--- src/design/ddr3_model_cfg.svh ---
// DDR3 model sizes and latencies
`ifndef DDR3_MODEL_CFG_SVH
`define DDR3_MODEL_CFG_SVH

// data path
`define DDR_DQ_WIDTH   8
`define DDR_LANES      2

// address fields, cut down so the store fits in simulation
`define DDR_BA_WIDTH   2
`define DDR_ROW_WIDTH  6
`define DDR_COL_WIDTH  6

// latencies in clock cycles
`define DDR_AL         3
`define DDR_CL         5
`define DDR_CWL        5
`define DDR_RL         (`DDR_CL + `DDR_AL)
`define DDR_WL         (`DDR_CWL + `DDR_AL)

`define DDR_BURST_LEN  4

`endif

--- src/design/ddr3_mem_pkg.sv ---
// DDR3 model datapath types
`include "ddr3_model_cfg.svh"

package ddr3_mem_pkg;

	// flat store address {bank, row, column}
	typedef logic [`DDR_BA_WIDTH+`DDR_ROW_WIDTH+`DDR_COL_WIDTH-1:0] mem_addr_t;

	// one beat, lane 1 in the upper byte
	typedef logic [`DDR_LANES*`DDR_DQ_WIDTH-1:0] beat_t;

	typedef logic [`DDR_LANES-1:0] lane_en_t;

	// low two bits of the burst states give the beat index
	typedef enum logic [2:0]
	{
		WR_IDLE = 3'd4,
		WR_D0   = 3'd0,
		WR_D1   = 3'd1,
		WR_D2   = 3'd2,
		WR_D3   = 3'd3
	} wr_state_e;

	typedef enum logic [2:0]
	{
		RD_IDLE = 3'd4,
		RD_D0   = 3'd0,
		RD_D1   = 3'd1,
		RD_D2   = 3'd2,
		RD_D3   = 3'd3
	} rd_state_e;

endpackage

--- src/design/ddr3_latency_line.sv ---
// request delay line
`timescale 1ns/100ps

module ddr3_latency_line
#(
	parameter int DEPTH = 1
)
(
	input  logic                     cont_if_mem_model,
	input  logic                     rst_n,
	input  logic                     in_req,
	input  ddr3_mem_pkg::mem_addr_t  in_addr,
	output logic                     out_req,
	output ddr3_mem_pkg::mem_addr_t  out_addr
);
	import ddr3_mem_pkg::*;

	logic      req_sr  [DEPTH];
	mem_addr_t addr_sr [DEPTH];

	always_ff @(posedge cont_if_mem_model)
	begin
		if (!rst_n)
		begin
			for (int i = 0; i < DEPTH; i++)
				req_sr[i] <= 1'b0;
		end
		else
		begin
			req_sr[0] <= in_req;
			for (int i = 1; i < DEPTH; i++)
				req_sr[i] <= req_sr[i-1];
		end
	end

	// addresses just follow along
	always_ff @(posedge cont_if_mem_model)
	begin
		addr_sr[0] <= in_addr;
		for (int i = 1; i < DEPTH; i++)
			addr_sr[i] <= addr_sr[i-1];
	end

	assign out_req  = req_sr[DEPTH-1];
	assign out_addr = addr_sr[DEPTH-1];

endmodule

--- config.mk ---
export PLATFORM = sky130hd
export DESIGN_NAME = ddr3_latency_line
export DESIGN_NICKNAME = d
export VERILOG_FILES = /design/src/design/ddr3_mem_pkg.sv /design/src/design/ddr3_latency_line.sv
export VERILOG_INCLUDE_DIRS = /design/src /design/src/design
export SDC_FILE = /design/constraint.sdc
export NUM_CORES = 1
export LEC_CHECK = 0
export BUFFER_PORTS_ARGS = -buffer_cell sky130_fd_sc_hd__buf_2
export CORE_AREA = 2 2 39 41
export DETAILED_ROUTE_END_ITERATION = 8
export DIE_AREA = 0 0 41 43
export PLACE_DENSITY = 0.62
export SLEW_MARGIN = 20
export SYNTH_ARGS = -nofsm -noshare
export SYNTH_HDL_FRONTEND = slang
export SYNTH_SLANG_ARGS = --single-unit
--- constraint.sdc ---
create_clock -name cont_if_mem_model -period 0.8 [get_ports cont_if_mem_model]
set_input_delay 0.16 -clock cont_if_mem_model [delete_from_list [all_inputs] [get_ports cont_if_mem_model]]
set_output_delay 0.16 -clock cont_if_mem_model [all_outputs]
set_load 0.005 [all_outputs]
==> flow_metrics.env <==
export IMPL_path_class="reg -> out"
export IMPL_ir_worst_vdd_uv=892
export IMPL_multiInputGateArea_um2=6.26
export IMPL_yosysMostFrequentCell="dfxtp_1"
export IMPL_dp_cells=63
export IMPL_drive_gt1_share_pct=55.4
export IMPL_synth_fp_nets=33
export IMPL_start_kind="register"
export IMPL_crit_required_ns=0.64
export IMPL_fin_cells=81
export IMPL_ys_seq_area_share_pct=98.0
export IMPL_drtAntennaViolNets=0
export IMPL_setup_viol=15
export IMPL_timing_fmax_mhz=1170
export IMPL_endpoint_kind="output pin"
export IMPL_register_area_um2=303
export IMPL_die_width_um=41
export IMPL_rsz0062_at_grt="true"
export IMPL_cts_tree="done"
export IMPL_area_growth_synth_to_final_pct=116
export IMPL_power_frac_seq_pct=59.9
export IMPL_grt_use_total_pct=9.27
export IMPL_yosys_top_cells_area="dfxtp_1, and2_1"
export IMPL_p_switching_uw=247
export IMPL_maxCapViolations=0
export IMPL_finalCritPeriodShare_pct=107
export IMPL_grt_pass1_vias=273
export IMPL_drt_pass1_iter_count=1
export IMPL_clk_pin_slew_ns=0.08
export IMPL_clock_power_share_pct=29.7
export IMPL_gr_total_overflow=0
export IMPL_yosysWarnings=0
export IMPL_worst_slew_pin_slew_ns=0.0783
export IMPL_die_h_um=43
export IMPL_fin_crit_ns=0.855
export IMPL_fin_nets=83
export IMPL_maxSlewHeadroom_pct=94.8
export IMPL_drc=0
export IMPL_grt_pass1_wl_um=1030
export IMPL_dieArea_mm2=0.00176
export IMPL_clock_path_buffers=2
export IMPL_fillCellCount=137
export IMPL_leakage_nw=0.330
export IMPL_crit_chain="buf_6"
export IMPL_crit_path_max_incr_delay_ns=0.32
export IMPL_cpLargestDelayFamily="flip-flops"
export IMPL_n_antenna_cell=0
export IMPL_synth_edf_count=0
export IMPL_h_tree_depth=1
export IMPL_numCtsBuffers=3
export IMPL_cp_slowest_cell="dfxtp_2"
export IMPL_violations="setup timing"
export IMPL_design_core_area_mm2=0.00138
export IMPL_clock_sinks=15
export IMPL_row_count=14
export IMPL_yosysTopAreaCell="dfxtp_1"
export IMPL_wirelength_um=685
export IMPL_slew_viol_final=0
export IMPL_swShare_pct=18.6
export IMPL_grt_max_degree=9
export IMPL_synth_flop_cell="dfxtp_1"
export IMPL_cp_num_buf_inv=1
export IMPL_setup_ws_ns=-0.0550
export IMPL_design_area_um2=663
export IMPL_pin_count=32
export IMPL_postCtsSetupBuffers=0
export IMPL_ys_ff_latch=15
export IMPL_port_buffers=31
export IMPL_syn_area_um2=307
export IMPL_ys_types=2
export IMPL_outcome="complete, but fails checks"
export IMPL_vias=291
export IMPL_async_flop_share_pct=0
export IMPL_avgSynthCellArea_um2=19.2
export IMPL_p_per_area_mw_per_mm2=2010
export IMPL_initial_core_util_pct=22.2
export IMPL_timing_hold_ws_ns=0.0834
export IMPL_netlist_instances=16
export IMPL_wl_per_cell_um=8.46
export IMPL_first_iter_violations=0
export IMPL_antenna_found_initial=0
export IMPL_synth_top_cell_area_share_pct=98.0
export IMPL_cp_max_fo=1
export IMPL_cts_root_buf="clkbuf_4"
export IMPL_dpl_cell_area_um2=482
export IMPL_hold_viol=0
export IMPL_gp_congestion=0.568
export IMPL_hold_path_class="in -> reg"
export IMPL_combPwrFrac_pct=10.4
export IMPL_crit_arrival_ns=0.69
export IMPL_via_per_inst=3.59
export IMPL_netlist_top_cells_count="dfxtp_1, and2_1"
export IMPL_power_internal_mw=1.08
-- flip-flops by register name, summed over array words and instances, names as in the netlist --
name,cells
req_sr,1
addr_sr,14
-- power by group through the flow --
stage / logic, mW / clock network [mW] / registers (mW)
finish: 0.138 / 0.395 / 0.796
global route: 0.155 / 0.460 / 0.801
CTS: 0.135 / 0.425 / 0.794
detailed placement: 0.0826 / 0 / 0.812
global placement: 0.0799 / 0 / 0.811
floorplan: 0.00160 / 0 / 0.820
-- worst paths after layout --
kind	startpoint	to	cells past startpoint	slack [ns]
max	addr_sr[0][12]$_DFF_P_	out_addr[12]	1	-0.05
min	in_req	req_sr[0]$_DFF_P_	2	0.08
-- layer usage --
layer / wire, µm / part of all wire, % / global-route usage [%] / vias up
li1: - / - / - / 147
met1: 235 / 34 / 7.82 / 118
met2: 328 / 48 / 14.1 / 22
met3: 103 / 15 / 5.76 / 4
met4: 18 / 2.6 / 8.00 / 0
met5: 0 / 0 / 0 / -
-- timing repair --
| action | in CTS | in global routing |
|---|---|---|
| endpoints found under the hold margin | 14 | 0 |
| resized for setup | 0 | 4 |
| endpoints found under the setup margin | 15 | 15 |
| hold buffers | 14 | 0 |
-- cell type report --
class | instances | share of cell area, %
well taps | 16 | 3.02
repair buffers | 45 | 46.4
multi-input cells | 1 | 0.943
flip-flops and latches | 15 | 45.7
clock buffers | 4 | 3.96
-- through the flow --
step | setup TNS [ns] | setup WS [ns] | util [%] | total power [mW]
floorplan | 0 | 0.342 | - | 0.822
global placement | 0 | 0.248 | 34.8 | 0.891
detailed placement | 0 | 0.244 | 34.8 | 0.894
CTS | -0.900 | -0.0697 | 46.8 | 1.35
global route | -1.29 | -0.0942 | 47.9 | 1.42
finish | -0.645 | -0.0550 | 47.9 | 1.33
-- cells by family after synthesis --
logic type    count (synthesis)  share of synthesized area (%)
flops                        15                           98.0
simple gates                  1                           2.04
-- cell usage in the layout (no fill, tap or decap) --
cell           Yosys  final
dfxtp_1           15     13
buf_6              0      2
and2_1             1      1
dfxtp_2            0      2
dlygate4sd3_1      0     14
clkbuf_4           0      3
clkbuf_1           0      1
buf_2              0     29
(Power assumes the default switching activity.)
