## src/design/ddr3_model_cfg.svh

```systemverilog
// DDR3 model sizes and latencies
`ifndef DDR3_MODEL_CFG_SVH
`define DDR3_MODEL_CFG_SVH

// data path
`define DDR_DQ_WIDTH   8
`define DDR_LANES      2

// address fields, cut down so the store fits in simulation
`define DDR_BA_WIDTH   2
`define DDR_ROW_WIDTH  6
`define DDR_COL_WIDTH  6

// latencies in clock cycles
`define DDR_AL         3
`define DDR_CL         5
`define DDR_CWL        5
`define DDR_RL         (`DDR_CL + `DDR_AL)
`define DDR_WL         (`DDR_CWL + `DDR_AL)

`define DDR_BURST_LEN  4

`endif

```

## src/design/ddr3_mem_pkg.sv

```systemverilog
// DDR3 model datapath types
`include "ddr3_model_cfg.svh"

package ddr3_mem_pkg;

	// flat store address {bank, row, column}
	typedef logic [`DDR_BA_WIDTH+`DDR_ROW_WIDTH+`DDR_COL_WIDTH-1:0] mem_addr_t;

	// one beat, lane 1 in the upper byte
	typedef logic [`DDR_LANES*`DDR_DQ_WIDTH-1:0] beat_t;

	typedef logic [`DDR_LANES-1:0] lane_en_t;

	// low two bits of the burst states give the beat index
	typedef enum logic [2:0]
	{
		WR_IDLE = 3'd4,
		WR_D0   = 3'd0,
		WR_D1   = 3'd1,
		WR_D2   = 3'd2,
		WR_D3   = 3'd3
	} wr_state_e;

	typedef enum logic [2:0]
	{
		RD_IDLE = 3'd4,
		RD_D0   = 3'd0,
		RD_D1   = 3'd1,
		RD_D2   = 3'd2,
		RD_D3   = 3'd3
	} rd_state_e;

endpackage

```

## src/design/ddr3_write_burst.sv

```systemverilog
// write burst sequencer
`timescale 1ns/100ps

module ddr3_write_burst
(
	input  logic                     cont_if_mem_model,
	input  logic                     rst_n,
	input  logic                     req,
	input  ddr3_mem_pkg::mem_addr_t  base_addr,
	output logic                     we,
	output ddr3_mem_pkg::mem_addr_t  waddr
);
	import ddr3_mem_pkg::*;

	wr_state_e state;
	mem_addr_t base_q;
	logic [1:0] beat_idx;

	always_ff @(posedge cont_if_mem_model)
	begin
		if (!rst_n)
			state <= WR_IDLE;
		else
		begin
			case (state)
				WR_IDLE: if (req) state <= WR_D0;
				WR_D0:   state <= WR_D1;
				WR_D1:   state <= WR_D2;
				WR_D2:   state <= WR_D3;
				WR_D3:   state <= req ? WR_D0 : WR_IDLE; // back to back burst
				default: state <= WR_IDLE;
			endcase
		end
	end

	// base address latched at burst start
	always_ff @(posedge cont_if_mem_model)
	begin
		if (req && (state == WR_IDLE || state == WR_D3))
			base_q <= base_addr;
	end

	always_comb
	begin
		case (state)
			WR_D1:   beat_idx = 2'd1;
			WR_D2:   beat_idx = 2'd2;
			WR_D3:   beat_idx = 2'd3;
			default: beat_idx = 2'd0;
		endcase
	end

	assign we    = (state != WR_IDLE);
	assign waddr = base_q + mem_addr_t'(beat_idx); // carry runs into row and bank

endmodule

```

## config.mk

```make
export PLATFORM = sky130hd
export DESIGN_NAME = ddr3_write_burst
export DESIGN_NICKNAME = d
export VERILOG_FILES = /design/src/design/ddr3_mem_pkg.sv /design/src/design/ddr3_write_burst.sv
export VERILOG_INCLUDE_DIRS = /design/src /design/src/design
export SDC_FILE = /design/constraint.sdc
export NUM_CORES = 1
export LEC_CHECK = 0
export ABC_AREA = 1
export BUFFER_PORTS_ARGS = -buffer_cell sky130_fd_sc_hd__buf_2
export CAP_MARGIN = 20
export CORE_MARGIN = 1.5
export CORE_UTILIZATION = 52
export DETAILED_ROUTE_END_ITERATION = 16
export PLACE_DENSITY_LB_ADDON = 0.08
export REMOVE_ABC_BUFFERS = 1
export SLEW_MARGIN = 20
export SYNTH_ARGS = -nofsm -noshare
export SYNTH_HDL_FRONTEND = slang
export SYNTH_SLANG_ARGS = --single-unit
```

## constraint.sdc

```tcl
create_clock -name cont_if_mem_model -period 3.75 [get_ports cont_if_mem_model]
set_clock_uncertainty 0.2 [all_clocks]
set_input_delay 0.375 -clock cont_if_mem_model [delete_from_list [all_inputs] [get_ports cont_if_mem_model]]
set_output_delay 0.375 -clock cont_if_mem_model [all_outputs]
set_load 0.01 [all_outputs]
```

==> run summary, run 1 <==
total track usage -> 18.38%
PD cells -> 341.5 nW/µm²
Initial Util -> 54.65%
Hold Startpoint -> base_addr[6]
# resized after CTS -> 0
port bufs -> 31
core footprint -> 1708 µm²
status -> complete, no violations
# rows -> 15
share of layout cells above drive strength 1 -> 33.58%
number of nets in the layout -> 158
CP Cell Sequence -> nor2_1, ha_1, fa_1, nand2_2, nor2_4, nand2_4, nor2_2, nand2_1, nand2_1, buf_2
Detailed Place HPWL -> 1.388 mm
initial antenna violation count -> 0
Setup CP Type -> flip-flop to primary output
Post-synth EDFFs -> 14
CP Max Fanout -> 7
R2R depth -> 4
Worst path max stage delay -> 0.44 ns
Final setup viols -> 0
clk_lat worst skew -> 0.28 ns
Setup Fix Bufs, Post-CTS -> 0
Cells after Synth -> 101
first-pass GRT wire length -> 2.587 mm
deepest clock path buffer count -> 2
top-count cell post-synth -> nand2_1
Die ar. -> 2058 µm²
I/O pin cnt -> 32
fin. max-slew vios -> 0
vias in the first global route -> 606
Leakage -> 0.0005586 µW
post-layout min period -> 2.547 ns
P&R area growth vs syn -> 23.73%
IR Drop Worst-Case VDD -> 0.0002810 V
critical path's top delay family -> adder cells
Remaining DRCs -> 0
fmax -> 392.5 MHz
final hold vios -> 0
Sink Count -> 17
area leader, netlist -> edfxtp_1
Hold WS -> 0.05787 ns
routed length per instance -> 10.19 µm
max-cap violations -> 0
Final Cycle Share -> 67.93%
Inserted Clock Buffers -> 3
crit path DAT -> 1.97 ns
Yosys reg bits -> 17
Post-CTS Hold Buffers -> 0
synth top area cells -> edfxtp_1, nand2_1, dfxtp_1
syn avg cell area -> 9.242 µm²
Synth Flop Type -> edfxtp_1
CP Capture Type -> primary output
worst r2r src -> state[0]$_SDFFE_PN0P_
hold depth -> 1
first-pass detailed-route iteration total -> 4
CTS H-tree lvls -> 1
Synth Cell Area -> 933.4 µm²
clock-pin slew of the registers on the worst-case setup and hold paths -> 0.09 ns
Die W -> 45.37 µm
Critical R2R Capture -> base_q[10]$_DFFE_PP_
diodes inserted -> 0
Yosys cell types -> 22
R2R setup slack -> 2.04 ns
post-synth top area share -> 45.04%
ys async rst share -> 0%
fin area -> 1155 µm²
placed cell count -> 158
Worst Path Buf+Inv -> 1
GR Overflow Total -> 0
register area share after synthesis -> 51.47%
Synth warnings -> 0
Final Wtd Congestion -> 0.7931
Die H -> 45.37 µm
worst slew pin tran -> 0.3756 ns
fillcell total -> 149
First DRT Iteration DRCs -> 9
critical path depth -> 10
Setup TNS -> 0 ns
CTS tree -> done
final WL -> 1.651 mm
critical path's slowest cell -> dfxtp_1
post-route ant nets -> 0
Worst Hold End -> base_q[6]$_DFFE_PP_
CP dominant cell by count -> nand2_1
RSZ-0062 raised after global routing -> no
pin count of the biggest net entering global routing -> 12
Worst slew margin -> 74.91%
CP startpoint kind -> flip-flop
placed cell areas -> 1127 µm²
Commonest cells post-synth -> nand2_1, edfxtp_1, inv_1
DR vias/cell -> 4.660
Worst EP required -> 3.17 ns
Clock Tree Root -> clkbuf_4
routed via count -> 755
non-filler cells, final -> 162
Hold WC Path Type -> input pin to flip-flop
layer usage:
metal | track usage (%) | wire, µm
met2 | 26.57 | 740
met4 | 10.00 | 31
met5 | 0 | 0
met3 | 6.400 | 110
met1 | 24.15 | 769
worst register-to-register path: cells and delay by family, from the launching register on:
family                 cells  cell delay [ns]
buffers and inverters      1             0.27
AOI/OAI and AO/OA          1             0.35
DFF                        1             0.34
and+or+nand+nor            2             0.26
worst max-delay path by stage:
| stage | startpoint | to | slack (ns) |
|---|---|---|---|
| after CTS | state[2]$_SDFFE_PN1P_ | waddr[10] | 1.20 |
| after global routing | state[2]$_SDFFE_PN1P_ | waddr[10] | 1.08 |
| after detailed placement | state[2]$_SDFFE_PN1P_ | waddr[10] | 1.53 |
| final | state[2]$_SDFFE_PN1P_ | waddr[10] | 1.20 |
| after global placement | state[2]$_SDFFE_PN1P_ | waddr[10] | 1.57 |
| after floorplan | state[2]$_SDFFE_PN1P_ | waddr[8] | 1.70 |
area by class of cell:
| cell class | instances | area (µm²) | area share, % |
|---|---|---|---|
| Clock inverter | 1 | 5.005 | 0.4334 |
| Clock buffer | 3 | 22.52 | 1.950 |
| Timing Repair Buffer | 32 | 162.7 | 14.08 |
| Sequential cell | 17 | 480.5 | 41.60 |
| Multi-Input combinational cell | 71 | 404.1 | 34.99 |
| Inverter | 13 | 48.80 | 4.225 |
| Tap cell | 25 | 31.28 | 2.709 |
cell families (layout without fill, tap and decap cells):
logic type	Yosys count	count (layout)	synth area share [%]
compound gates	4	4	2.682
fa+ha+maj	3	3	4.825
simple gates	57	57	29.22
xor+xnor	7	7	6.568
flops	17	17	51.47
buf+inv	13	49	5.227
layout by cell type, fill, tap and decap left out:
master and count:
clkinv_2 1, o21ai_1 2, a21boi_1 1, buf_2 31
nor2_1 9, nor2_4 2, nor4_1 1, edfxtp_1 14
nor2_2 2, nor3_2 1, nand2_1 29, nor3_1 1
dfxtp_1 3, nand3_1 5, inv_1 12, xor2_1 4
clkbuf_4 3, fa_1 1, nand4_1 3, buf_4 1
nand2_2 3, ha_1 2, nand2_4 1, xnor2_1 3
inv_2 1, o211ai_1 1
power breakdown:
| group | total (µW) | internal, µW | switching, µW |
|---|---|---|---|
| clock network | 94.1 | 39.6 | 54.4 |
| logic | 64.5 | 27.7 | 36.7 |
| registers | 236 | 222 | 14.0 |
state kept, by name, summed over array words and instances, names as in the netlist:
signal and flops:
state 3, base_q 14
through the flow:
step	utilization [%]	setup slack, ns	total power [µW]
2_1_floorplan	-	1.704	275.6
6_report	67.62	1.203	394.4
4_1_cts	67.62	1.199	398.7
3_3_place_gp	66.01	1.571	303.3
5_1_grt	67.62	1.084	418.2
3_5_place_dp	66.01	1.528	305.4
Power figures use the tool's default switching activity.
==> run 2, diff against run 1 <==
Settings changed: ABC_AREA 1 to 0, CORE_UTILIZATION 52 to 47.
Clock period 3.75 ns to 2.6 ns, I/O delays scaled along.
==> run summary, run 2 <==
most common cell after layout, fill and taps aside -> buf_2
CTS tree -> done
Die W -> 46.45 µm
pin count of the biggest net entering global routing -> 10
first-pass GRT wire length -> 2.656 mm
Final Wtd Congestion -> 0.8505
CP startpoint -> state[0]$_SDFFE_PN0P_
Leakage -> 0.0005423 µW
routed length per instance -> 12.39 µm
Die ar. -> 2157 µm²
final WL -> 1.821 mm
Hold WC Path Type -> input pin to flip-flop
Setup CP Type -> flip-flop to primary output
Comb pwr share -> 18.2%
GR Overflow Total -> 0
non-filler cells, final -> 147
Synth Cell Area -> 887.1 µm²
Worst slew margin -> 78.04%
Largest regs -> base_q: 14 flops, state: 3 flops
I/O pin cnt -> 32
syn avg cell area -> 13.44 µm²
Synth warnings -> 0
fmax -> 398.0 MHz
placed cell count -> 124
Commonest cells post-synth -> edfxtp_1, xor2_1, xnor2_1
synth top area cells -> edfxtp_1, xor2_1, dfxtp_1
Detailed Place HPWL -> 1.259 mm
Post-synth EDFFs -> 14
Die H -> 46.45 µm
Sink Count -> 17
# rows -> 15
Largest register FFs -> 14
port bufs -> 31
Cells after Synth -> 66
P&R area growth vs syn -> 48.66%
RSZ-0062 raised after global routing -> no
worst r2r src -> state[2]$_SDFFE_PN1P_
max-cap violations -> 0
R2R depth -> 3
Sequential Power Share -> 58.4%
IR Drop Worst-Case VDD -> 0.0003538 V
Remaining DRCs -> 0
vias in the first global route -> 631
Yosys cell types -> 26
area leader, netlist -> edfxtp_1
initial antenna violation count -> 0
CP startpoint kind -> flip-flop
post-synth top area share -> 47.39%
placed cell areas -> 1089 µm²
clock-pin slew of the registers on the worst-case setup and hold paths -> 0.09 ns
Yosys reg bits -> 17
diodes inserted -> 0
Reg with most FFs -> base_q
Final Cycle Share -> 96.64%
register area share after synthesis -> 54.16%
ys async rst share -> 0%
post-route ant nets -> 0
Final Power -> 580.0 µW
worst slew pin tran -> 0.3294 ns
Setup TNS -> 0 ns
Initial Util -> 50.82%
First DRT Iteration DRCs -> 11
routed via count -> 705
Inserted Clock Buffers -> 3
CTS H-tree lvls -> 1
Sw Pwr -> 145.9 µW
Final setup viols -> 0
share of layout cells above drive strength 1 -> 45.90%
fin. max-slew vios -> 0
Internal Power -> 434.1 µW
CP Capture Type -> primary output
hold depth -> 4
status -> complete, no violations
most frequent cells in the layout -> buf_2, dlygate4sd3_1, edfxtp_1, xor2_1
PD cells -> 439.8 nW/µm²
top-count cell post-synth -> edfxtp_1
total track usage -> 17.96%
Hold Startpoint -> req
Clk pwr share -> 23.4%
number of nets in the layout -> 143
fin area -> 1319 µm²
DR vias/cell -> 4.796
core footprint -> 1745 µm²
sw frac -> 25.15%
Clock Tree Root -> clkbuf_4
post-layout min period -> 2.513 ns
Worst EP required -> 2.14 ns
deepest clock path buffer count -> 2
clk_lat worst skew -> 0.28 ns
CP Max Fanout -> 6
crit path DAT -> 2.05 ns
final hold vios -> 0
Synth Flop Type -> edfxtp_1
first-pass detailed-route iteration total -> 4
[run 2: changes by cell type after synthesis, sizes merged, moves of 3 or more]
cell / change
a21oi: +4
xnor2: +3
nand2: -29
nor2: -10
xor2: +3
inv: -11
[run 2: what timing repair did]
action                                  CTS  global route
pin swaps                                 0             2
gates resized for setup                   2             8
setup buffers                             0             4
endpoints found under the hold margin    15             0
endpoints found under the setup margin    2             9
hold buffers                             15             0
[run 2: critical path, stage by stage, from the launching register on]
cell and delay [ns]:
dfxtp_4 0.37, nor2b_2 0.16, ha_2 0.20, fa_2 0.39, and4_4 0.22, nor3b_4 0.15
xor2_1 0.14, buf_2 0.14
[run 2: final cells by class]
class                      instances  area (µm²)
sequential                        17       485.5
multi-input combinational         47       417.9
inverter                           2       7.507
tap                               25       31.28
clock buffer                       4       26.28
fill                             132       426.7
timing repair buffer              52       350.3
[run 2: metrics by stage]
stage                     hold slack (ns)  setup WS, ns  utilization (%)
after global routing               0.2429      0.003942            75.56
after global placement             0.2363        0.3267            62.37
final                              0.1921       0.08723            75.56
after floorplan                    0.1362        0.4493                -
after CTS                          0.1714      0.002269            72.69
after detailed placement           0.2390        0.2777            62.37
[run 2: routing by layer]
layer / up-vias / global-route usage (%) / routed length (µm)
li1: 355 / - / -
met1: 319 / 21.25 / 781
met2: 29 / 31.67 / 949
met3: 2 / 3.529 / 77
met4: 0 / 6.857 / 13
met5: - / 0 / 0
[run 2: logic make-up after synthesis]
family	after synthesis	synth area share, %
AND/OR/NAND/NOR	26	23.84
flip-flops	17	54.16
adder cells (fa/ha/maj)	3	5.077
XOR/XNOR	13	12.84
AO/OA/AOI/OAI	5	3.243
buffers and inverters	2	0.8466
[run 2: worst paths after layout]
kind,slack [ns],endpoint
max,0.09,waddr[10]
max reg2reg,0.94,base_q[0]$_DFFE_PP_
min reg2reg,0.26,state[0]$_SDFFE_PN0P_
min,0.19,state[2]$_SDFFE_PN1P_
[run 2: power by group through the flow]
| stage | logic (µW) | registers (µW) | clock network [µW] |
|---|---|---|---|
| 3_5_place_dp | 84.8 | 344 | 0 |
| 4_1_cts | 102 | 338 | 138 |
| 2_1_floorplan | 47.5 | 340 | 0 |
| 5_1_grt | 115 | 341 | 150 |
| 3_3_place_gp | 83.5 | 343 | 0 |
| 6_report | 105 | 339 | 136 |
