<file path="config.mk">
export PLATFORM = sky130hd
export DESIGN_NAME = ddr3_cmd_decode
export DESIGN_NICKNAME = d
export VERILOG_FILES = /design/src/design/ddr3_cmd_pkg.sv /design/src/design/ddr3_mem_pkg.sv /design/src/design/ddr3_cmd_decode.sv
export VERILOG_INCLUDE_DIRS = /design/src /design/src/design
export SDC_FILE = /design/constraint.sdc
export NUM_CORES = 1
export LEC_CHECK = 0
export BUFFER_PORTS_ARGS = -buffer_cell sky130_fd_sc_hd__buf_2
export CORE_ASPECT_RATIO = 1.2
export CORE_MARGIN = 4
export CORE_UTILIZATION = 41
export DETAILED_ROUTE_END_ITERATION = 8
export GPL_ROUTABILITY_DRIVEN = 1
export PLACE_DENSITY = 0.73
export SYNTH_ARGS = -nofsm -noshare
export SYNTH_HDL_FRONTEND = slang
export SYNTH_SLANG_ARGS = --single-unit
</file>
<file path="constraint.sdc">
create_clock -name cont_if_mem_model -period 1.7 [get_ports cont_if_mem_model]
set_input_delay 0.17 -clock cont_if_mem_model [delete_from_list [all_inputs] [get_ports cont_if_mem_model]]
set_output_delay 0.17 -clock cont_if_mem_model [all_outputs]
set_load 0.05 [all_outputs]
</file>
<file path="src/design/ddr3_model_cfg.svh">
// DDR3 model sizes and latencies
`ifndef DDR3_MODEL_CFG_SVH
`define DDR3_MODEL_CFG_SVH

// data path
`define DDR_DQ_WIDTH   8
`define DDR_LANES      2

// address fields, cut down so the store fits in simulation
`define DDR_BA_WIDTH   2
`define DDR_ROW_WIDTH  6
`define DDR_COL_WIDTH  6

// latencies in clock cycles
`define DDR_AL         3
`define DDR_CL         5
`define DDR_CWL        5
`define DDR_RL         (`DDR_CL + `DDR_AL)
`define DDR_WL         (`DDR_CWL + `DDR_AL)

`define DDR_BURST_LEN  4

`endif

</file>
<file path="src/design/ddr3_cmd_pkg.sv">
// DDR3 command encodings
`include "ddr3_model_cfg.svh"

package ddr3_cmd_pkg;

	// {cs_n, ras_n, cas_n, we_n}
	typedef enum logic [3:0]
	{
		MRS       = 4'b0000,
		REFRESH   = 4'b0001,
		PRECHARGE = 4'b0010,
		ACTIVATE  = 4'b0011,
		WRITE     = 4'b0100,
		READ      = 4'b0101,
		ZQC       = 4'b0110,
		NOP       = 4'b0111,
		DES       = 4'b1000 // any code with cs_n high
	} ddr_cmd_e;

	typedef logic [`DDR_BA_WIDTH-1:0]  bank_t;
	typedef logic [`DDR_ROW_WIDTH-1:0] row_t;
	typedef logic [`DDR_COL_WIDTH-1:0] col_t;

endpackage

</file>
<file path="src/design/ddr3_mem_pkg.sv">
// DDR3 model datapath types
`include "ddr3_model_cfg.svh"

package ddr3_mem_pkg;

	// flat store address {bank, row, column}
	typedef logic [`DDR_BA_WIDTH+`DDR_ROW_WIDTH+`DDR_COL_WIDTH-1:0] mem_addr_t;

	// one beat, lane 1 in the upper byte
	typedef logic [`DDR_LANES*`DDR_DQ_WIDTH-1:0] beat_t;

	typedef logic [`DDR_LANES-1:0] lane_en_t;

	// low two bits of the burst states give the beat index
	typedef enum logic [2:0]
	{
		WR_IDLE = 3'd4,
		WR_D0   = 3'd0,
		WR_D1   = 3'd1,
		WR_D2   = 3'd2,
		WR_D3   = 3'd3
	} wr_state_e;

	typedef enum logic [2:0]
	{
		RD_IDLE = 3'd4,
		RD_D0   = 3'd0,
		RD_D1   = 3'd1,
		RD_D2   = 3'd2,
		RD_D3   = 3'd3
	} rd_state_e;

endpackage

</file>
<file path="src/design/ddr3_cmd_decode.sv">
// DDR3 command decoder
`timescale 1ns/100ps
`include "ddr3_model_cfg.svh"

module ddr3_cmd_decode
(
	input  logic                     cont_if_mem_model,
	input  logic                     rst_n,
	input  logic                     cs_n,
	input  logic                     ras_n,
	input  logic                     cas_n,
	input  logic                     we_n,
	input  ddr3_cmd_pkg::bank_t      ba,
	input  ddr3_cmd_pkg::row_t       addr,
	output logic                     rd_req,
	output logic                     wr_req,
	output ddr3_mem_pkg::mem_addr_t  rd_addr,
	output ddr3_mem_pkg::mem_addr_t  wr_addr
);
	import ddr3_cmd_pkg::*;

	ddr_cmd_e cmd;
	col_t     col;
	row_t     open_row [2**`DDR_BA_WIDTH]; // one open row per bank

	// deselect whenever chip select is high
	always_comb
	begin
		if (cs_n)
			cmd = DES;
		else
			cmd = ddr_cmd_e'({1'b0, ras_n, cas_n, we_n});
	end

	assign col = addr[`DDR_COL_WIDTH-1:0]; // column in the low address bits

	always_ff @(posedge cont_if_mem_model)
	begin
		if (cmd == ACTIVATE)
			open_row[ba] <= addr;
	end

	// request pulses, everything but READ and WRITE ends up here as no request
	always_ff @(posedge cont_if_mem_model)
	begin
		if (!rst_n)
		begin
			rd_req <= 1'b0;
			wr_req <= 1'b0;
		end
		else
		begin
			rd_req <= (cmd == READ);
			wr_req <= (cmd == WRITE);
		end
	end

	always_ff @(posedge cont_if_mem_model)
	begin
		if (cmd == READ)
			rd_addr <= {ba, open_row[ba], col};
		if (cmd == WRITE)
			wr_addr <= {ba, open_row[ba], col};
	end

endmodule

</file>
==> results.md, run 1 <==
* IO Pins at 44
* Cts repair resizes at 0
* Commonest cells after routing, fill and taps aside: edfxtp_1 (52), buf_2 (43), buf_4 (10)
* TritonCTS clock tree: built
* Commonest non-fill, non-tap cell in the layout: edfxtp_1
* Die height at a little over 80 um
* First-pass GRT wire length at around 4.2 mm
* Post-synthesis simple-gate area fraction at under 10%
* Startpoint Class: flop
* Worst skew pair latency at 0.30 ns
* Htree depth at 2
* Sequential-to-total area share from yosys stat at just under 90%
* Final Setup Violations at 0
* Drt first pass iters at 3
* Adder-cell area share of the yosys netlist at 0%
* Peak VDD IR at between 0.0005 and 0.0006 V
* Status: finished, final reports clean
* Largest family of logic cells by synthesized area: multiplexers
* Total grt overflow at 0
* Post-synth top area share at a little under nine tenths
* Pwr Total at 0.00259 W
* Syn. warnings at 0
* Via/cell ratio at 4.59
* Vias in the first global route at just under 900
* Crit path kind: reg2reg
* Clock period minus worst slack at about 1.1 ns
* PortBufs at 43
* ANT cells at 0
* Worst setup EP type: flop
* ANT nets after route at 0
* Max-cap violations at 0
* HP Class: in2reg
* P per Cell Area at around 1100 nW/um^2
* DR DRC count at 0
* Gp weighted congestion at between 0.7 and 0.8
* Max-slew violations at 0
* Chip Width at 68.9 um
* CP Cell Sequence: mux4_2
* Mapped Nets at 88
* Area growth, synth to finish at 26.4%
* Routed length per instance at ~14 um
* Synth Instances at 74
* Num rows at 26
* Initial core utilization at a little over two fifths
* Root buffer cell: clkbuf_8
* XOR/XNOR Fraction of Synth Area at 0%
* CP bufs+invs at 0
* Unique masters post-synth at 13
* FF+latch count, synth at between 50 and 60
* Actual slew at the worst max-slew pin at 0.327 ns
* Slowest-stage cell, CP: mux4_2
* Hold buffers post-CTS at 0
* CTS sink count at between 50 and 60
* Static Leak at 0.856 nW
* WL final at between 2 and 3 mm
* Final worst slack at ~0.56 ns
* Top cells by area, synth: edfxtp_1 (85%), mux4_2 (7.4%), dfxtp_1 (2.2%)
* CTS Buf Count at 5
* Final Core Density at 53.8%
* Core Footprint at roughly 4300 sq um
* Cell taking the most area after synthesis: edfxtp_1
* Post-place setup slack at about 0.36 ns
* Hold Fails Final Rpt at 0
* Setup Skew at between 0.006 and 0.007 ns
* CP peak stage delay at a little under 0.5 ns
* Worst Path Arrival at 1.17 ns
* Reg clk slew, reported paths at approximately 0.090 ns
* CTS Buffer Depth at 2
* Syn Area/Cell at around 25 sq um
* Final period util at between 60% and 70%
* Fmax achieved at around 900 MHz
* Initial antenna violation count at 0
* NumNets Final at about 150
* Die area at 5590 sq um
* Total track usage at between 10 and 15%
* RSZ-0062 raised after global routing: no
* DR iter-0 viols at 47
* Routed via count at roughly 870
* Synth Area in Compound Gates at 0%
* Setup_tns at 0 ns
* Crit Path Max Fanout at 2
* Post-CTS Repair Setup Buffers at 0
* Post-Syn Area at approximately 1800 sq um
* Hpwl dp at about 1.9 mm
* Delay-heaviest family, CP: multiplexers
* WP data required at approximately 1.7 ns
* Relative slew margins at between 70% and 80%
* Largest net degree at the start of global routing at 18
* Post-synthesis mux area share at approximately 7.4%
* Fraction of layout cells with a size suffix above 1 at about 50%
* Worst R2R Setup Slack at 0.56 ns
-- final cells by class --
class / count / area, sq um
fillers: 340 / 1990
clock buffers: 5 / 68.8
repair buffers: 53 / 290
clock inverters: 3 / 68.8
flip-flops and latches: 54 / 1600
inverters: 2 / 7.51
well taps: 56 / 70.1
multi-input cells: 16 / 201
-- routing by layer --
layer	global-route usage, %	share of wire, %	routed length, um
met1	12.2	40	1070
met2	18.1	49	1310
met3	4.70	8.7	233
met4	5.85	2.3	61
met5	0	0	0
-- synthesized netlist by cell type --
library cell,number
edfxtp_1,52
mux4_2,6
nor3_1,4
dfxtp_1,2
inv_1,2
and2_1,1
and3_1,1
and3b_1,1
buf_2,1
buf_6,1
nand4bb_1,1
nor2b_1,1
nor3b_1,1
-- cell families (layout without fill, tap and decap cells) --
| group | Yosys count | count (layout) |
|---|---|---|
| buffers and inverters | 4 | 63 |
| flip-flops | 54 | 54 |
| multiplexers | 6 | 6 |
| AND/OR/NAND/NOR | 10 | 10 |
-- where the power goes --
group | total [W] | leakage (nW) | switching [W] | internal, W
logic | 0.000134 | 0.301 | 0.0000935 | 0.0000409
registers | 0.00148 | 0.487 | 0.00000446 | 0.00148
clock network | 0.000967 | 0.0683 | 0.000378 | 0.000589
total | 0.00259 | 0.856 | 0.000476 | 0.00211
-- state kept, by name, summed over array words and instances (netlist names) --
signal / count
rd_addr: 14
open_row: 24
wr_addr: 14
rd_req: 1
wr_req: 1
-- stage by stage --
step | cells | cell area [sq um] | hold slack [ns]
floorplan | 74 | 1830 | 0.269
global placement | 181 | 2170 | 0.405
detailed placement | 181 | 2170 | 0.414
CTS | 189 | 2310 | 0.0941
global route | 189 | 2310 | 0.0949
finish | 189 | 2310 | 0.107
-- path summary, 6_finish.rpt --
check,to,cells past startpoint,from
min reg2reg,rd_addr[8],1,open_row[2][2]
max reg2reg,rd_addr[7],1,open_row[3][1]
max,rd_addr[7],1,open_row[3][1]
min,rd_addr[5],1,addr[5]
Power figures use the tool's default switching activity.
==> inputs of run 2 (changes only) <==
==> constraint.sdc (replaced) <==
create_clock -name cont_if_mem_model -period 1.13 [get_ports cont_if_mem_model]
set_input_delay 0.113 -clock cont_if_mem_model [delete_from_list [all_inputs] [get_ports cont_if_mem_model]]
set_output_delay 0.113 -clock cont_if_mem_model [all_outputs]
set_load 0.05 [all_outputs]
==> run 2 against run 1 <==
The flow now finishes with violations (negative setup slack). Largest cell class unchanged. Setup slack got worse by 0.57 ns. Largest power group unchanged. Die area did not move. Sequential power grew 51%. Count of clock-buffer cells in the layout up 1. Wire length grew 8.6%. Non-clock buffer count up 5.
==> results.md, run 2 (synthesized netlist as in run 1, its figures left out) <==
* Net Sw Power at 0.000722 W
* Via/cell ratio at ~4.6
* P per Cell Area at about 1600 nW/um^2
* NumNets Final at ~150
* M2 GR Usage at 20.3%
* Setup Skew at around 0.012 ns
* Hpwl dp at about 2.1 mm
* GR peak layer: met2
* DR DRC count at 0
* Placed Cells incl. Taps at approximately 190
* TritonCTS clock tree: built
* Final period util at 101%
* Total grt overflow at 0
* Post-CTS Repair Setup Buffers at 0
* Internal power at between 0.002 and 0.003 W
* Worst setup EP type: flop
* Max-slew violations at 0
* DR iter-0 viols at 34
* CTS sink count at between 50 and 60
* Routed length per instance at about 15 um
* Worst flop-to-flop path startpoint: open_row[3][3]
* Post-DP Area at between 2000 and 2500 sq um
* Htree depth at 2
* Actual slew at the worst max-slew pin at roughly 0.34 ns
* Post-route cell area at 2350 sq um
* CP Cell Sequence: mux4_2
* Commonest cells after routing, fill and taps aside: edfxtp_1 (52), buf_2 (43), buf_4 (13)
* Area growth, synth to finish at 28.8%
* Max FFs per register at 24
* CP peak stage delay at approximately 0.50 ns
* Hold Fails Final Rpt at 0
* ANT nets after route at 0
* Routed via count at roughly 900
* Clk pwr share at between 30% and 40%
* Failing checks: negative setup slack
* Vias in the first global route at a little over 900
* Sw Ratio at about a fifth
* Hold Startpoint: addr[2]
* Chip Width at approximately 69 um
* First-pass GRT wire length at 4.51 mm
* Root buffer cell: clkbuf_8
* Total track usage at approximately an eighth
* Pwr Total at roughly 0.0037 W
* Crit Path Max Fanout at 2
* WL final at a little under 3 mm
* Clock period minus worst slack at approximately 1.1 ns
* Peak VDD IR at between 0.0007 and 0.0008 V
* HP Class: in2reg
* # fillers at about 360
* R2r worst-path depth at 1
* PortBufs at 43
* Max-cap violations at 0
* Top Registers: open_row (24), rd_addr (14), wr_addr (14)
* Crit path kind: reg2reg
* Gp weighted congestion at 0.708
* Startpoint Class: flop
* Fmax achieved at between 800 and 900 MHz
* Delay-heaviest family, CP: multiplexers
* Largest net degree at the start of global routing at 17
* Static Leak at 0.871 nW
* WP data required at about 1.2 ns
* CTS Buffer Depth at 2
* CTS Buf Count at 5
* Reg clk slew, reported paths at 0.09 ns
* Status: finished with violations
* Worst hold path depth at 1
* R2R Path End: rd_addr[9]
* Die area at 5590 sq um
* IO Pins at 44
* Part of the power in registers at around three fifths
* Initial antenna violation count at 0
* ANT cells at 0
* Drt first pass iters at 4
* Num rows at 26
* Combinational Power Share at 6.1%
* Die height at approximately 81 um
* Worst R2R Setup Slack at -0.01 ns
* Worst skew pair latency at about 0.3 ns
* Commonest non-fill, non-tap cell in the layout: edfxtp_1
* Largest reg by FF count: open_row
* Met1 usage in global routing at between 10% and 20%
* Met3 Track Usage GR at between 4 and 5%
* Relative slew margins at roughly 77%
* Initial core utilization at 42.5%
* CP bufs+invs at 0
* Core Footprint at about 4300 sq um
* Final std cells w/o fill at around 190
* Worst Path Arrival at between 1 and 1.5 ns
* Final Core Density at between 50% and 60%
* Cts repair resizes at 0
* Slowest-stage cell, CP: mux4_2
* Fraction of layout cells with a size suffix above 1 at ~53%
* RSZ-0062 raised after global routing: yes
* Final worst slack at -0.00967 ns
* WHS Endpoint: wr_addr[2]
* Hold buffers post-CTS at 0
* Final Setup Violations at 3
run 2: cell types whose count changed in the layout (fill, tap and decap cells not counted), sizes merged:
| cell | before | now |
|---|---|---|
| clkinv | 1 | 0 |
| bufinv | 2 | 1 |
| clkinvlp | 0 | 1 |
| clkbuf | 5 | 6 |
| buf | 53 | 58 |
run 2: area by class of cell:
cell class | instances | area (sq um) | area share, %
clock buffer | 6 | 72.6 | 3.09
inverter | 2 | 7.51 | 0.319
tap | 56 | 70.1 | 2.98
clock inverter | 2 | 37.5 | 1.60
sequential | 54 | 1600 | 68.1
timing repair buffer | 58 | 353 | 15.0
multi-input combinational | 16 | 210 | 8.94
run 2: worst max path at each step:
stage	to	cells past startpoint	slack, ns	start
final	rd_addr[9]	1	-0.01	open_row[3][3]
after global routing	rd_addr[9]	1	-0.03	open_row[3][3]
after CTS	rd_addr[9]	1	-0.02	open_row[3][3]
after detailed placement	open_row[0][5]	4	-0.17	ras_n
after global placement	open_row[0][5]	4	-0.09	ba[0]
after floorplan	open_row[3][0]	3	-0.1	ba[1]
run 2: power by group through the flow:
stage	logic, W	clock network, W	registers (W)
after detailed placement	0.000228	0	0.00228
after global placement	0.000220	0	0.00228
after floorplan	0.0000587	0	0.00236
after CTS	0.000228	0.00126	0.00223
after global routing	0.000242	0.00137	0.00224
final	0.000226	0.00123	0.00223
run 2: layer usage:
layer  wire length, um  part of all wire [%]
met1              1150                    39
met2              1480                    51
met3               230                   7.9
met4                53                   1.8
met5                 0                     0
run 2: per-stage QoR:
stage	setup WS [ns]	TNS, ns	hold WS (ns)
global placement	-0.0926	-3.92	0.352
floorplan	-0.0955	-2.11	0.212
detailed placement	-0.167	-6.28	0.354
CTS	-0.0210	-0.0474	0.0365
global route	-0.0321	-0.223	0.0335
finish	-0.00967	-0.0254	0.0460
