`src/design/ddr3_model_cfg.svh`:
```
// DDR3 model sizes and latencies
`ifndef DDR3_MODEL_CFG_SVH
`define DDR3_MODEL_CFG_SVH

// data path
`define DDR_DQ_WIDTH   8
`define DDR_LANES      2

// address fields, cut down so the store fits in simulation
`define DDR_BA_WIDTH   2
`define DDR_ROW_WIDTH  6
`define DDR_COL_WIDTH  6

// latencies in clock cycles
`define DDR_AL         3
`define DDR_CL         5
`define DDR_CWL        5
`define DDR_RL         (`DDR_CL + `DDR_AL)
`define DDR_WL         (`DDR_CWL + `DDR_AL)

`define DDR_BURST_LEN  4

`endif

```
`src/design/ddr3_mem_pkg.sv`:
```
// DDR3 model datapath types
`include "ddr3_model_cfg.svh"

package ddr3_mem_pkg;

	// flat store address {bank, row, column}
	typedef logic [`DDR_BA_WIDTH+`DDR_ROW_WIDTH+`DDR_COL_WIDTH-1:0] mem_addr_t;

	// one beat, lane 1 in the upper byte
	typedef logic [`DDR_LANES*`DDR_DQ_WIDTH-1:0] beat_t;

	typedef logic [`DDR_LANES-1:0] lane_en_t;

	// low two bits of the burst states give the beat index
	typedef enum logic [2:0]
	{
		WR_IDLE = 3'd4,
		WR_D0   = 3'd0,
		WR_D1   = 3'd1,
		WR_D2   = 3'd2,
		WR_D3   = 3'd3
	} wr_state_e;

	typedef enum logic [2:0]
	{
		RD_IDLE = 3'd4,
		RD_D0   = 3'd0,
		RD_D1   = 3'd1,
		RD_D2   = 3'd2,
		RD_D3   = 3'd3
	} rd_state_e;

endpackage

```
`src/design/ddr3_read_burst.sv`:
```
// read burst sequencer
`timescale 1ns/100ps

module ddr3_read_burst
(
	input  logic                     cont_if_mem_model,
	input  logic                     rst_n,
	input  logic                     req,
	input  ddr3_mem_pkg::mem_addr_t  base_addr,
	output ddr3_mem_pkg::mem_addr_t  raddr,
	output logic                     rd_valid
);
	import ddr3_mem_pkg::*;

	rd_state_e state;
	mem_addr_t base_q;
	logic [1:0] beat_idx;

	always_ff @(posedge cont_if_mem_model)
	begin
		if (!rst_n)
		begin
			state    <= RD_IDLE;
			rd_valid <= 1'b0;
		end
		else
		begin
			rd_valid <= (state != RD_IDLE); // lines up with the store output register
			case (state)
				RD_IDLE: if (req) state <= RD_D0;
				RD_D0:   state <= RD_D1;
				RD_D1:   state <= RD_D2;
				RD_D2:   state <= RD_D3;
				RD_D3:   state <= req ? RD_D0 : RD_IDLE;
				default: state <= RD_IDLE;
			endcase
		end
	end

	always_ff @(posedge cont_if_mem_model)
	begin
		if (req && (state == RD_IDLE || state == RD_D3))
			base_q <= base_addr;
	end

	// beat offset from the state
	always_comb
	begin
		case (state)
			RD_D1:   beat_idx = 2'd1;
			RD_D2:   beat_idx = 2'd2;
			RD_D3:   beat_idx = 2'd3;
			default: beat_idx = 2'd0;
		endcase
	end

	assign raddr = base_q + mem_addr_t'(beat_idx);

endmodule

```
`config.mk`:
```
export PLATFORM = sky130hd
export DESIGN_NAME = ddr3_read_burst
export DESIGN_NICKNAME = d
export VERILOG_FILES = /design/src/design/ddr3_mem_pkg.sv /design/src/design/ddr3_read_burst.sv
export VERILOG_INCLUDE_DIRS = /design/src /design/src/design
export SDC_FILE = /design/constraint.sdc
export NUM_CORES = 1
export LEC_CHECK = 0
export BUFFER_PORTS_ARGS = -buffer_cell sky130_fd_sc_hd__buf_2
export CAP_MARGIN = 10
export CORE_MARGIN = 2
export CORE_UTILIZATION = 48
export CTS_CLUSTER_DIAMETER = 80
export CTS_CLUSTER_SIZE = 28
export DETAILED_ROUTE_END_ITERATION = 8
export PLACE_DENSITY = 0.86
export SETUP_SLACK_MARGIN = 0.4
export SYNTH_ARGS = -nofsm -noshare
export SYNTH_HDL_FRONTEND = slang
export SYNTH_SLANG_ARGS = --single-unit
```
`constraint.sdc`:
```
create_clock -name cont_if_mem_model -period 2 [get_ports cont_if_mem_model]
set_input_delay 0.1 -clock cont_if_mem_model [delete_from_list [all_inputs] [get_ports cont_if_mem_model]]
set_output_delay 0.1 -clock cont_if_mem_model [all_outputs]
set_load 0.005 [all_outputs]
```
==> results.md, run 1 <==
- After detailed placement, the design holds a cell count of 125.
- The floorplan step set the die width to 47.6 um.
- TritonCTS built the clock tree.
- Multiplexer cells account for 0% of the synthesized area.
- The initial utilization of the core area, before any placement, comes to 51.7%.
- The synthesized design contains 18 register bits.
- The total met3 wirelength after detailed routing is 72 um.
- Summed over all cells, the static leakage comes to 0.568 nW.
- The flow ran to the end, and the final reports show no timing, DRC or antenna violations.
- The critical path capture point type is an output pin.
- Clock skew on the completed layout was measured at 0.00446 ns.
- The largest driver fanout on the critical path is 4.
- Row generation in the floorplan step produced 15 rows.
- The count of endpoints failing setup in the final report is 0.
- In this run the tightest slew margin relative to its limit is 82.6%.
- The simple logic cell fraction of the synthesized area is 23.7%.
- The growth of design area from synthesis to finish is 55.3%.
- Once layout is complete, the cells apart from fillers number 150.
- The synthesized netlist contains 26 unique library cells.
- The number of DRC violations after detailed routing is 0.
- CTS built an H-tree with a depth of 1.
- The final count of hold timing violations was 0.
- Summing over every cut layer, the via total after detailed routing is 734.
- The total power per unit cell area is 561 nW/um^2.
- When the netlist entered floorplanning its net count stood at 88.
- The required time reported for the critical path endpoint is 1.90 ns.
- The fraction of final layout cells with drive strength greater than 1 is 52.0%.
- The predominant post-synthesis flop cell is edfxtp_1.
- IR analysis of the VDD net gives a maximum drop of 0.000461 V.
- For this run, the detailed router's first-pass iteration total came to 4.
- The synthesized netlist occupies a cell area of 912 sq um.
- The endpoint arrival time on the critical path is 1.88 ns.
- Timing analysis after detailed placement gives a worst setup slack of 0.158 ns.
- The number of buffers created by CTS is 3.
- The number of flops mapped to enable cells by yosys is 14.
- The path category of the worst min-delay check is in -> reg.
- Setup repair after global routing could not meet its margin everywhere.
- The register-to-register setup slack is 0.57 ns.
- The timing-limited maximum frequency is 505 MHz.
- The wire length of the first global-routing pass is 3060 um.
- The post-synthesis sequential area ratio is 54.9%.
- The detail route stage leaves a number of antenna-violating nets equal to 0.
- The final critical path takes up 98.9% of the cycle.
- In the synthesized netlist the async set-or-reset flop fraction comes to 0%.
- Yosys printed 0 warnings.
- STA classifies the critical path startpoint as a flop.
- The port buffer count is 31.
- The chip height is 47.6 um.
- The number of diodes added for antenna fixing is 0.
- The clock latency on the worst-skew pair is 0.30 ns.
- For this block, the routed nets add up to 1940 um of wire.
- The clock sink count is 18.
- Hold is met by 0.00773 ns.
- The die outline area is 2260 sq um.
- The least setup slack across all paths after layout is 0.0211 ns.
- The area fraction in compound gates after synthesis is 3.16%.
- The critical path is of the reg -> out type.
- The final-report max-slew violation count is 0.
- Routed signal wires occupy layers up through met4.
- Leaving out fill and tap cells, the most frequent cell in the layout is buf_2.
- The via count of the first global-routing pass came to 703.
- The combined global-route utilization of all metal layers is 20.2%.
- Pin placement for this block handled 32 I/O pins.
- The clock tree root driver cell is clkbuf_4.
- For this block, wires on met1 add up to 828 um.
- The number of violations reported at the end of detailed-routing iteration 0 is 4.
- The placed wire-length estimate is 1250 um.
- The met2 wirelength from detailed routing is 1010 um.
- In the layout the commonest cells are buf_2 (31), edfxtp_1 (14), dlygate4sd3_1 (14), xor2_1 (7), buf_4 (7).
- The net count of the finished layout is 146.
- Overall power consumption after layout is estimated at 0.794 mW.
- The post-synthesis share of cell area spent on xor and xnor gates is 12.5%.
- The initial antenna violation count is 0.
- A synthesized cell averages 13.4 sq um.
- The global route total overflow is 0.
- No sink is reached through more buffers than the 2 on the longest clock path.
- After clock tree synthesis, the clock-pin slew on the worst setup and hold paths is 0.10 ns.
- The weighted congestion reported at the end of routability-driven placement is 0.707.
- The gate count of the mapped netlist is 68.
- The largest net degree at the start of global routing is 11.
- Of the total synthesized cell area, the portion taken by full adders, half adders and majority gates is 4.94%.
- The post-layout minimum cycle time is 1.98 ns.
- The transition time of the tightest slew-check pin is 0.261 ns.
- The number of violations of the max-capacitance limit is 0.
- The placeable core region is 1760 sq um.
- The detailed-route vias per instance is 4.89.
- By area, the combinational part of the netlist is dominated by simple AND/OR/NAND/NOR gates.
- The per-cell routed wire length is 13.0 um.
==> layout make-up <==
cell class / instances / area, sq um
Tap cell: 25 / 31.3
Timing Repair Buffer: 53 / 359
Inverter: 2 / 7.51
Clock buffer: 3 / 22.5
Fill cell: 113 / 348
Multi-Input combinational cell: 48 / 483
Clock inverter: 1 / 3.75
Sequential cell: 18 / 509
==> worst max-delay path, cell delays in order, from the launching register on <==
cell and delay, ns:
dfxtp_4 0.38, nor2b_4 0.12, ha_4 0.14, fa_2 0.20, and4_4 0.24, nor4b_4 0.20, xor2_1 0.16, buf_2 0.13
==> flip-flops by register name (all words and copies together), names as in the netlist <==
signal	count
state	3
base_q	14
rd_valid	1
==> metrics by stage <==
step | TNS, ns | utilization, % | instance area (sq um)
after floorplan | 0 | - | 921
after global placement | 0 | 63.2 | 1110
after detailed placement | 0 | 63.2 | 1110
after CTS | -0.00324 | 79.2 | 1400
after global routing | -0.127 | 80.3 | 1420
final | 0 | 80.3 | 1420
==> what timing repair did <==
item / 4_1_cts / 5_1_grt
hold endpoints to repair: 14 / 0
buffers inserted: 6 / 1
resized for setup: 14 / 3
pin swaps: 11 / 6
hold buffers: 14 / 0
setup endpoints to repair: 22 / 22
==> power breakdown <==
group          total (mW)  internal, mW  switching [mW]
Combinational       0.145        0.0826          0.0626
Sequential          0.464         0.434          0.0298
Clock               0.185        0.0727           0.112
Total               0.794         0.590           0.204
==> final timing paths <==
path,depth (start not counted),from,end
max reg2reg,5,state[0]$_SDFFE_PN0P_,base_q[11]$_DFFE_PP_
min reg2reg,2,state[0]$_SDFFE_PN0P_,state[0]$_SDFFE_PN0P_
min,2,rst_n,state[2]$_SDFFE_PN1P_
max,7,state[2]$_SDFFE_PN1P_,raddr[12]
==> cell families after synthesis <==
logic type / after synthesis
AND/OR/NAND/NOR: 27
buffers and inverters: 2
AO/OA/AOI/OAI: 5
XOR/XNOR: 13
flip-flops: 18
adder cells (fa/ha/maj): 3
==> cells in the mapped netlist (3+ instances only) <==
cell type  instances  share of area, %
nor2_1             4               1.6
xor2_1             7               6.7
edfxtp_1          14                46
xnor2_1            6               5.8
a21oi_1            3               1.6
dfxtp_1            4               8.8
nor2b_1            3               2.1
nor4_2             3               4.1
==> metal layers <==
| layer | vias to the layer above | global-route usage, % |
|---|---|---|
| li1 | 360 | - |
| met3 | 4 | 3.40 |
| met1 | 350 | 24.3 |
| met2 | 20 | 35.1 |
| met5 | - | 0 |
| met4 | 0 | 9.73 |
Note: power is estimated with default switching activity, not from simulation.
==> run 2: changes to the inputs <==
--- a/config.mk
+++ b/config.mk
@@ -6,6 +6,7 @@
 export SDC_FILE = /design/constraint.sdc
 export NUM_CORES = 1
 export LEC_CHECK = 0
+export ABC_AREA = 1
 export BUFFER_PORTS_ARGS = -buffer_cell sky130_fd_sc_hd__buf_2
 export CAP_MARGIN = 10
 export CORE_MARGIN = 2
@@ -13,7 +14,7 @@
 export CTS_CLUSTER_DIAMETER = 80
 export CTS_CLUSTER_SIZE = 28
 export DETAILED_ROUTE_END_ITERATION = 8
-export PLACE_DENSITY = 0.86
+export PLACE_DENSITY = 0.77
 export SETUP_SLACK_MARGIN = 0.4
 export SYNTH_ARGS = -nofsm -noshare
 export SYNTH_HDL_FRONTEND = slang
==> constraint.sdc (replaced) <==
create_clock -name cont_if_mem_model -period 2 [get_ports cont_if_mem_model]
set_input_delay 0.1 -clock cont_if_mem_model [delete_from_list [all_inputs] [get_ports cont_if_mem_model]]
set_output_delay 0.1 -clock cont_if_mem_model [all_outputs]
set_load 0.1 [all_outputs]
==> run 2 against run 1 <==
Against the previous run:
- the run now fails in 4_1_cts
- synthesized cell count increased by 53%
- synthesized area increased by 5.5%
==> results.md, run 2 <==
- The net count after synthesis came to 124 (+41%).
- The number of distinct library cells after synthesis was 24 (-7.7%).
- The hold buffer count at cts came to 14 (unchanged).
- The fraction of synthesized cell area taken by the top area cell type is 43.7% (-2.4 points).
- The count of boundary I/O pins came to 32 (unchanged).
- The number of warnings reported in the yosys synthesis log is 0 (unchanged).
- The gate count of the mapped netlist is 104 (+53%).
- The first error in the log reads "[ERROR DPL-0038] Utilization greater than 100%, impossible to legalize".
- The number of buffers created by CTS is 3 (unchanged).
- The placed wire-length estimate is 2060 um (+65%).
- The clock tree root driver cell is clkbuf_4.
- The summed instance area of the synthesized netlist is 962 sq um (+5.5%).
- The library cell occupying the most area in the post-synthesis netlist is edfxtp_1.
- The standard-cell row count is 16 (+1).
- The port buffer count came to 31 (unchanged).
- The number of H-tree levels was 1 (unchanged).
- The clock sink count is 18 (unchanged).
- The fraction of registers with async set/reset is 0% (unchanged).
- The stage where the flow stopped is 4_1_cts.
- The weighted congestion reported at the end of routability-driven placement is 0.750 (+6.1%).
- The number of setup buffers added after CTS is 7 (+1).
- By count the netlist is led by nand2_1 (29), edfxtp_1 (14), inv_1 (12), nor2_1 (9), nand3_1 (5).
- The most common cell in the synthesized netlist is nand2_1.
- The post-synthesis sequential area ratio is 52.0% (-2.9 points).
- The x dimension of the die came to 48.8 um (+2.5%).
- The count of state elements after synthesis was 18 (unchanged).
- By area the synthesized netlist is led by edfxtp_1 (44%), nand2_1 (11%), dfxtp_1 (8.3%), inv_1 (4.7%), xor2_1 (3.6%).
- Among all flip-flop cells after synthesis, the most frequent one is edfxtp_1.
- The count of cells resized by post-cts repair is 26 (+12).
- The chip height is 48.8 um (+2.5%).
- The worst slack at placement is 0.0339 ns (-0.124 ns).
- The deepest clock path buffer count came to 2 (unchanged).
- The run stopped with a tool error.
- The number of flops mapped to enable cells by yosys is 14 (unchanged).
- The initial core utilization is 50.1% (-1.6 points).
- The average cell area after synthesis is 9.25 sq um (-31%).
[run 2: metrics by stage]
step                area, sq um  std cells
floorplan                  1210        104
global placement           1610        164
detailed placement         1610        164
[run 2: kinds of logic after synthesis]
group           share of synthesized area (%)
simple gates                             28.3
flops                                    52.0
buf+inv                                  5.46
xor+xnor                                 6.37
compound gates                           3.12
fa+ha+maj                                4.68
==> run 3: changes to the inputs <==
--- a/config.mk
+++ b/config.mk
@@ -9,13 +9,10 @@
 export ABC_AREA = 1
 export BUFFER_PORTS_ARGS = -buffer_cell sky130_fd_sc_hd__buf_2
 export CAP_MARGIN = 10
-export CORE_MARGIN = 2
-export CORE_UTILIZATION = 48
-export CTS_CLUSTER_DIAMETER = 80
-export CTS_CLUSTER_SIZE = 28
+export CORE_AREA = 2 2 63 65
 export DETAILED_ROUTE_END_ITERATION = 8
-export PLACE_DENSITY = 0.77
-export SETUP_SLACK_MARGIN = 0.4
+export DIE_AREA = 0 0 65 67
+export PLACE_DENSITY_LB_ADDON = 0.15
 export SYNTH_ARGS = -nofsm -noshare
 export SYNTH_HDL_FRONTEND = slang
 export SYNTH_SLANG_ARGS = --single-unit
==> run 3 against run 2 <==
Against the previous run:
- the flow now finishes without violations
- synthesized cell count unchanged
- synthesized area did not move
==> results.md, run 3 <==
- The die outline area is 4360 sq um.
- The placed wire-length estimate was 1600 um (-22%).
- For met2 alone, demand over resource in global routing was 17.9%.
- The number of buffers created by CTS is 3 (unchanged).
- The worst register-to-register path has a setup slack of 0.56 ns.
- The via total after detailed routing is 807.
- The routed wire length is 1880 um.
- The worst register-to-register path has a depth of 5.
- The number of warnings reported in the yosys synthesis log is 0 (unchanged).
- The met3 track demand over resource in global routing is 1.86%.
- The placeable core region is 3610 sq um.
- The placed standard-cell area came to 1540 sq um (-4.4%).
- Setup repair after global routing could not meet its margin everywhere.
- The dominant cell by count in the synthesized netlist is nand2_1.
- The part of the total power dissipated in combinational logic is 35.5%.
- IR analysis of the VDD net gives a maximum drop of 0.000368 V.
- The number of violations reported at the end of detailed-routing iteration 0 is 42.
- The count of boundary I/O pins is 32 (unchanged).
- Along the worst hold path, the cell count comes to 1.
- The transition time of the tightest slew-check pin is 0.484 ns.
- The launch instance of the worst register-to-register path is state[0]$_SDFFE_PN0P_.
- The post-layout minimum cycle time is 2.00 ns.
- The largest net degree at the start of global routing is 15.
- The total net switching power is 0.393 mW.
- The end of the worst register-to-register path is base_q[10]$_DFFE_PP_.
- The timing-limited maximum frequency is 500 MHz.
- The critical path's largest stage delay is 0.34 ns.
- The chip height came to 67 um (+37%).
- The number of flops mapped to enable cells by yosys came to 14 (unchanged).
- Of the total power, the share spent switching nets is 35.7%.
- The global route total overflow is 0.
- The port buffer count came to 31 (unchanged).
- Of all nets on the critical path, the largest fanout is 4.
- The final count of hold timing violations is 0.
- The start point of the worst min-delay path is base_addr[5].
- The clock sink count is 18 (unchanged).
- The initial antenna violation count is 0.
- After the last flow step, the layout net total stands at 165.
- The number of H-tree levels is 1 (unchanged).
- The average cell area after synthesis is 9.25 sq um (unchanged).
- The standard-cell row count came to 22 (+6).
- The initial core utilization was 26.7% (-23 points).
- The weighted congestion reported at the end of routability-driven placement is 0.761 (+1.4%).
- The type of the setup path with the least slack is reg -> out.
- The worst-case clock skew is 0.00110 ns.
- In the final layout, the registers with the most flip-flops are base_q (14), state (3), rd_valid (1).
- In the layout the commonest cells are nand2_1 (20), buf_2 (18), edfxtp_1 (14), buf_12 (13), inv_1 (10).
- The x dimension of the die is 65 um (+33%).
- In this run the tightest slew margin relative to its limit is 68.0%.
- The critical path capture point type is an output pin.
- The routing layer with the top usage in global route is met2.
- After detailed routing, the number of remaining DRC violations is 0.
- The global routing met1 resource utilization is 10.6%.
- The count of state elements after synthesis is 18 (unchanged).
- Summing all non-filler instances in the final layout gives an area of 1650 sq um.
- The end point of the worst hold path is base_q[5]$_DFFE_PP_.
- Once detail routing completed, the nets flagged for antenna violations numbered 0.
- The predominant post-synthesis flop cell is edfxtp_1.
- The number of diodes added for antenna fixing is 0.
- The first global-routing pass estimated 3300 um of wire.
- The number of buffers and inverters on the critical path is 2.
- The flow ran to the end, and the final reports show no timing, DRC or antenna violations.
- The growth of design area from synthesis to finish is 71.7%.
- The deepest clock path buffer count is 2 (unchanged).
- For the worst setup path, the data required time is 1.90 ns.
- TritonCTS built the clock tree.
- The CTS clock-pin slew for the worst setup and hold paths is 0.06 ns.
- For the worst setup path, the data arrival time is 1.90 ns.
- Setup violations remaining at the end of the flow were counted as 0.
- The final-report max-slew violation count is 0.
- The number of distinct library cells after synthesis is 24 (unchanged).
- The worst setup path is launched from a flop.
- Ranked by flip-flop count, first place goes to base_q.
- The total power per unit cell area is 667 nW/um^2.
- For this run, the detailed router's first-pass iteration total came to 4.
- The summed instance area of the synthesized netlist was 962 sq um (unchanged).
- The fraction of final layout cells with drive strength greater than 1 is 53.1%.
- The net count after synthesis is 124 (unchanged).
- The post-synthesis sequential area ratio is 52.0% (unchanged).
- The clock tree root driver cell is clkbuf_8.
- The critical path depth in cells is 11.
- The leakage power total is 0.733 nW.
- The number of violations of the max-capacitance limit is 0.
- edfxtp_1 takes more of the synthesized area than any other cell.
- After detailed routing, the average wire length per cell comes to 9.83 um.
- After synthesis, the cell types taking the most area are edfxtp_1 (44%), nand2_1 (11%), dfxtp_1 (8.3%), inv_1 (4.7%), xor2_1 (3.6%).
- In this design, the largest share of critical-path delay is due to simple AND/OR/NAND/NOR gates.
- For this run, the total global-route usage over all layers was measured as 9.93%.
- In the synthesized netlist, the cells that appear most often are nand2_1 (29), edfxtp_1 (14), inv_1 (12), nor2_1 (9), nand3_1 (5).
- The via count of the first global-routing pass is 813.
- The final critical-path share of the clock period is 100%.
- After detailed routing, the number of vias per cell comes to 4.23.
- The fraction of synthesized cell area taken by the top area cell type is 43.7% (unchanged).
- The sequential cell fraction of total power is 43.1%.
- The fraction of registers with async set/reset came to 0% (unchanged).
- The commonest non-fill, non-tap cell in the layout is nand2_1.
- The proportion of power drawn by the clock network is 21.4%.
- The power after layout is 1.10 mW.
- Walking the worst path, the cells encountered are inv_2 > nor2_2 > ha_2 > fa_2 > nand2_4 > nor2_4 > nand2_4 > nor2_4 > nand2_2 > nand2_4 > buf_12.
- The cell with the biggest individual delay on the critical path is dfxtp_2.
- In this design, the critical path's most frequently occurring cell is nand2_4.
- Internal power comes to 0.709 mW.
- The number of flip-flops under the largest register name is 14.
- In this run the worst hold path is classified as in -> reg.
- The later pin in the worst-skew pair is clocked with a latency of 0.25 ns.
- The gate count of the mapped netlist was 104 (unchanged).
-- run 3: worst register-to-register path, stage by stage, from the launching register on --
cell and delay (ns):
dfxtp_2 0.33, buf_4 0.13, nor2_1 0.19, nand2_1 0.10
a21boi_1 0.15, buf_4 0.24
-- run 3: metrics by stage --
step | util [%] | TNS [ns] | worst slack [ns] | hold slack, ns | std cells
5_1_grt | 45.8 | -0.608 | -0.127 | 0.0111 | 191
2_1_floorplan | - | -0.136 | -0.0924 | 0.199 | 104
6_report | 45.8 | 0 | 0.000700 | 0.0262 | 191
3_5_place_dp | 42.6 | 0 | 0.0559 | 0.278 | 185
4_1_cts | 45.1 | -0.0768 | -0.0490 | 0.0173 | 190
3_3_place_gp | 42.6 | 0 | 0.0969 | 0.278 | 185
-- run 3: cell type report --
| class | instances | area (sq um) |
|---|---|---|
| timing repair buffer | 37 | 399 |
| sequential | 18 | 504 |
| fill | 339 | 1950 |
| tap | 48 | 60.1 |
| inverter | 13 | 48.8 |
| multi-input combinational | 72 | 598 |
| clock buffer | 3 | 41.3 |
-- run 3: cells by family (layout without fill, tap and decap cells) --
logic type / Yosys count / in the layout / share of synthesized area (%)
AND/OR/NAND/NOR: 57 / 57 / 28.3
flip-flops: 18 / 18 / 52.0
buffers and inverters: 14 / 53 / 5.46
XOR/XNOR: 7 / 7 / 6.37
AO/OA/AOI/OAI: 5 / 5 / 3.12
adder cells (fa/ha/maj): 3 / 3 / 4.68
-- run 3: power by group through the flow --
| stage | Sequential, mW | Combinational (mW) | Clock (mW) |
|---|---|---|---|
| 2_1_floorplan | 0.488 | 0.252 | 0 |
| 3_3_place_gp | 0.480 | 0.384 | 0 |
| 3_5_place_dp | 0.481 | 0.386 | 0 |
| 4_1_cts | 0.475 | 0.392 | 0.248 |
| 5_1_grt | 0.480 | 0.408 | 0.262 |
| 6_report | 0.475 | 0.391 | 0.236 |
-- run 3: how the worst max path moves through the flow --
stage	startpoint	endpoint	slack, ns
global placement	state[0]$_SDFFE_PN0P_	raddr[10]	0.1
global route	state[0]$_SDFFE_PN0P_	raddr[10]	-0.13
CTS	state[0]$_SDFFE_PN0P_	raddr[10]	-0.05
floorplan	state[2]$_SDFFE_PN1P_	raddr[8]	-0.09
detailed placement	state[0]$_SDFFE_PN0P_	raddr[10]	0.06
finish	state[0]$_SDFFE_PN0P_	raddr[10]	0.0007
-- run 3: metal layers --
layer	wire length, um	part of all wire [%]
met5	0	0
met4	55	2.9
met3	87	4.6
met2	976	52
met1	759	40
-- run 3: repair_timing --
action	in CTS	in global routing
cloned	0	0
setup buffers	2	1
pin swaps	12	4
gates resized for setup	13	6
endpoints found under the setup margin	8	11
hold buffers	0	0
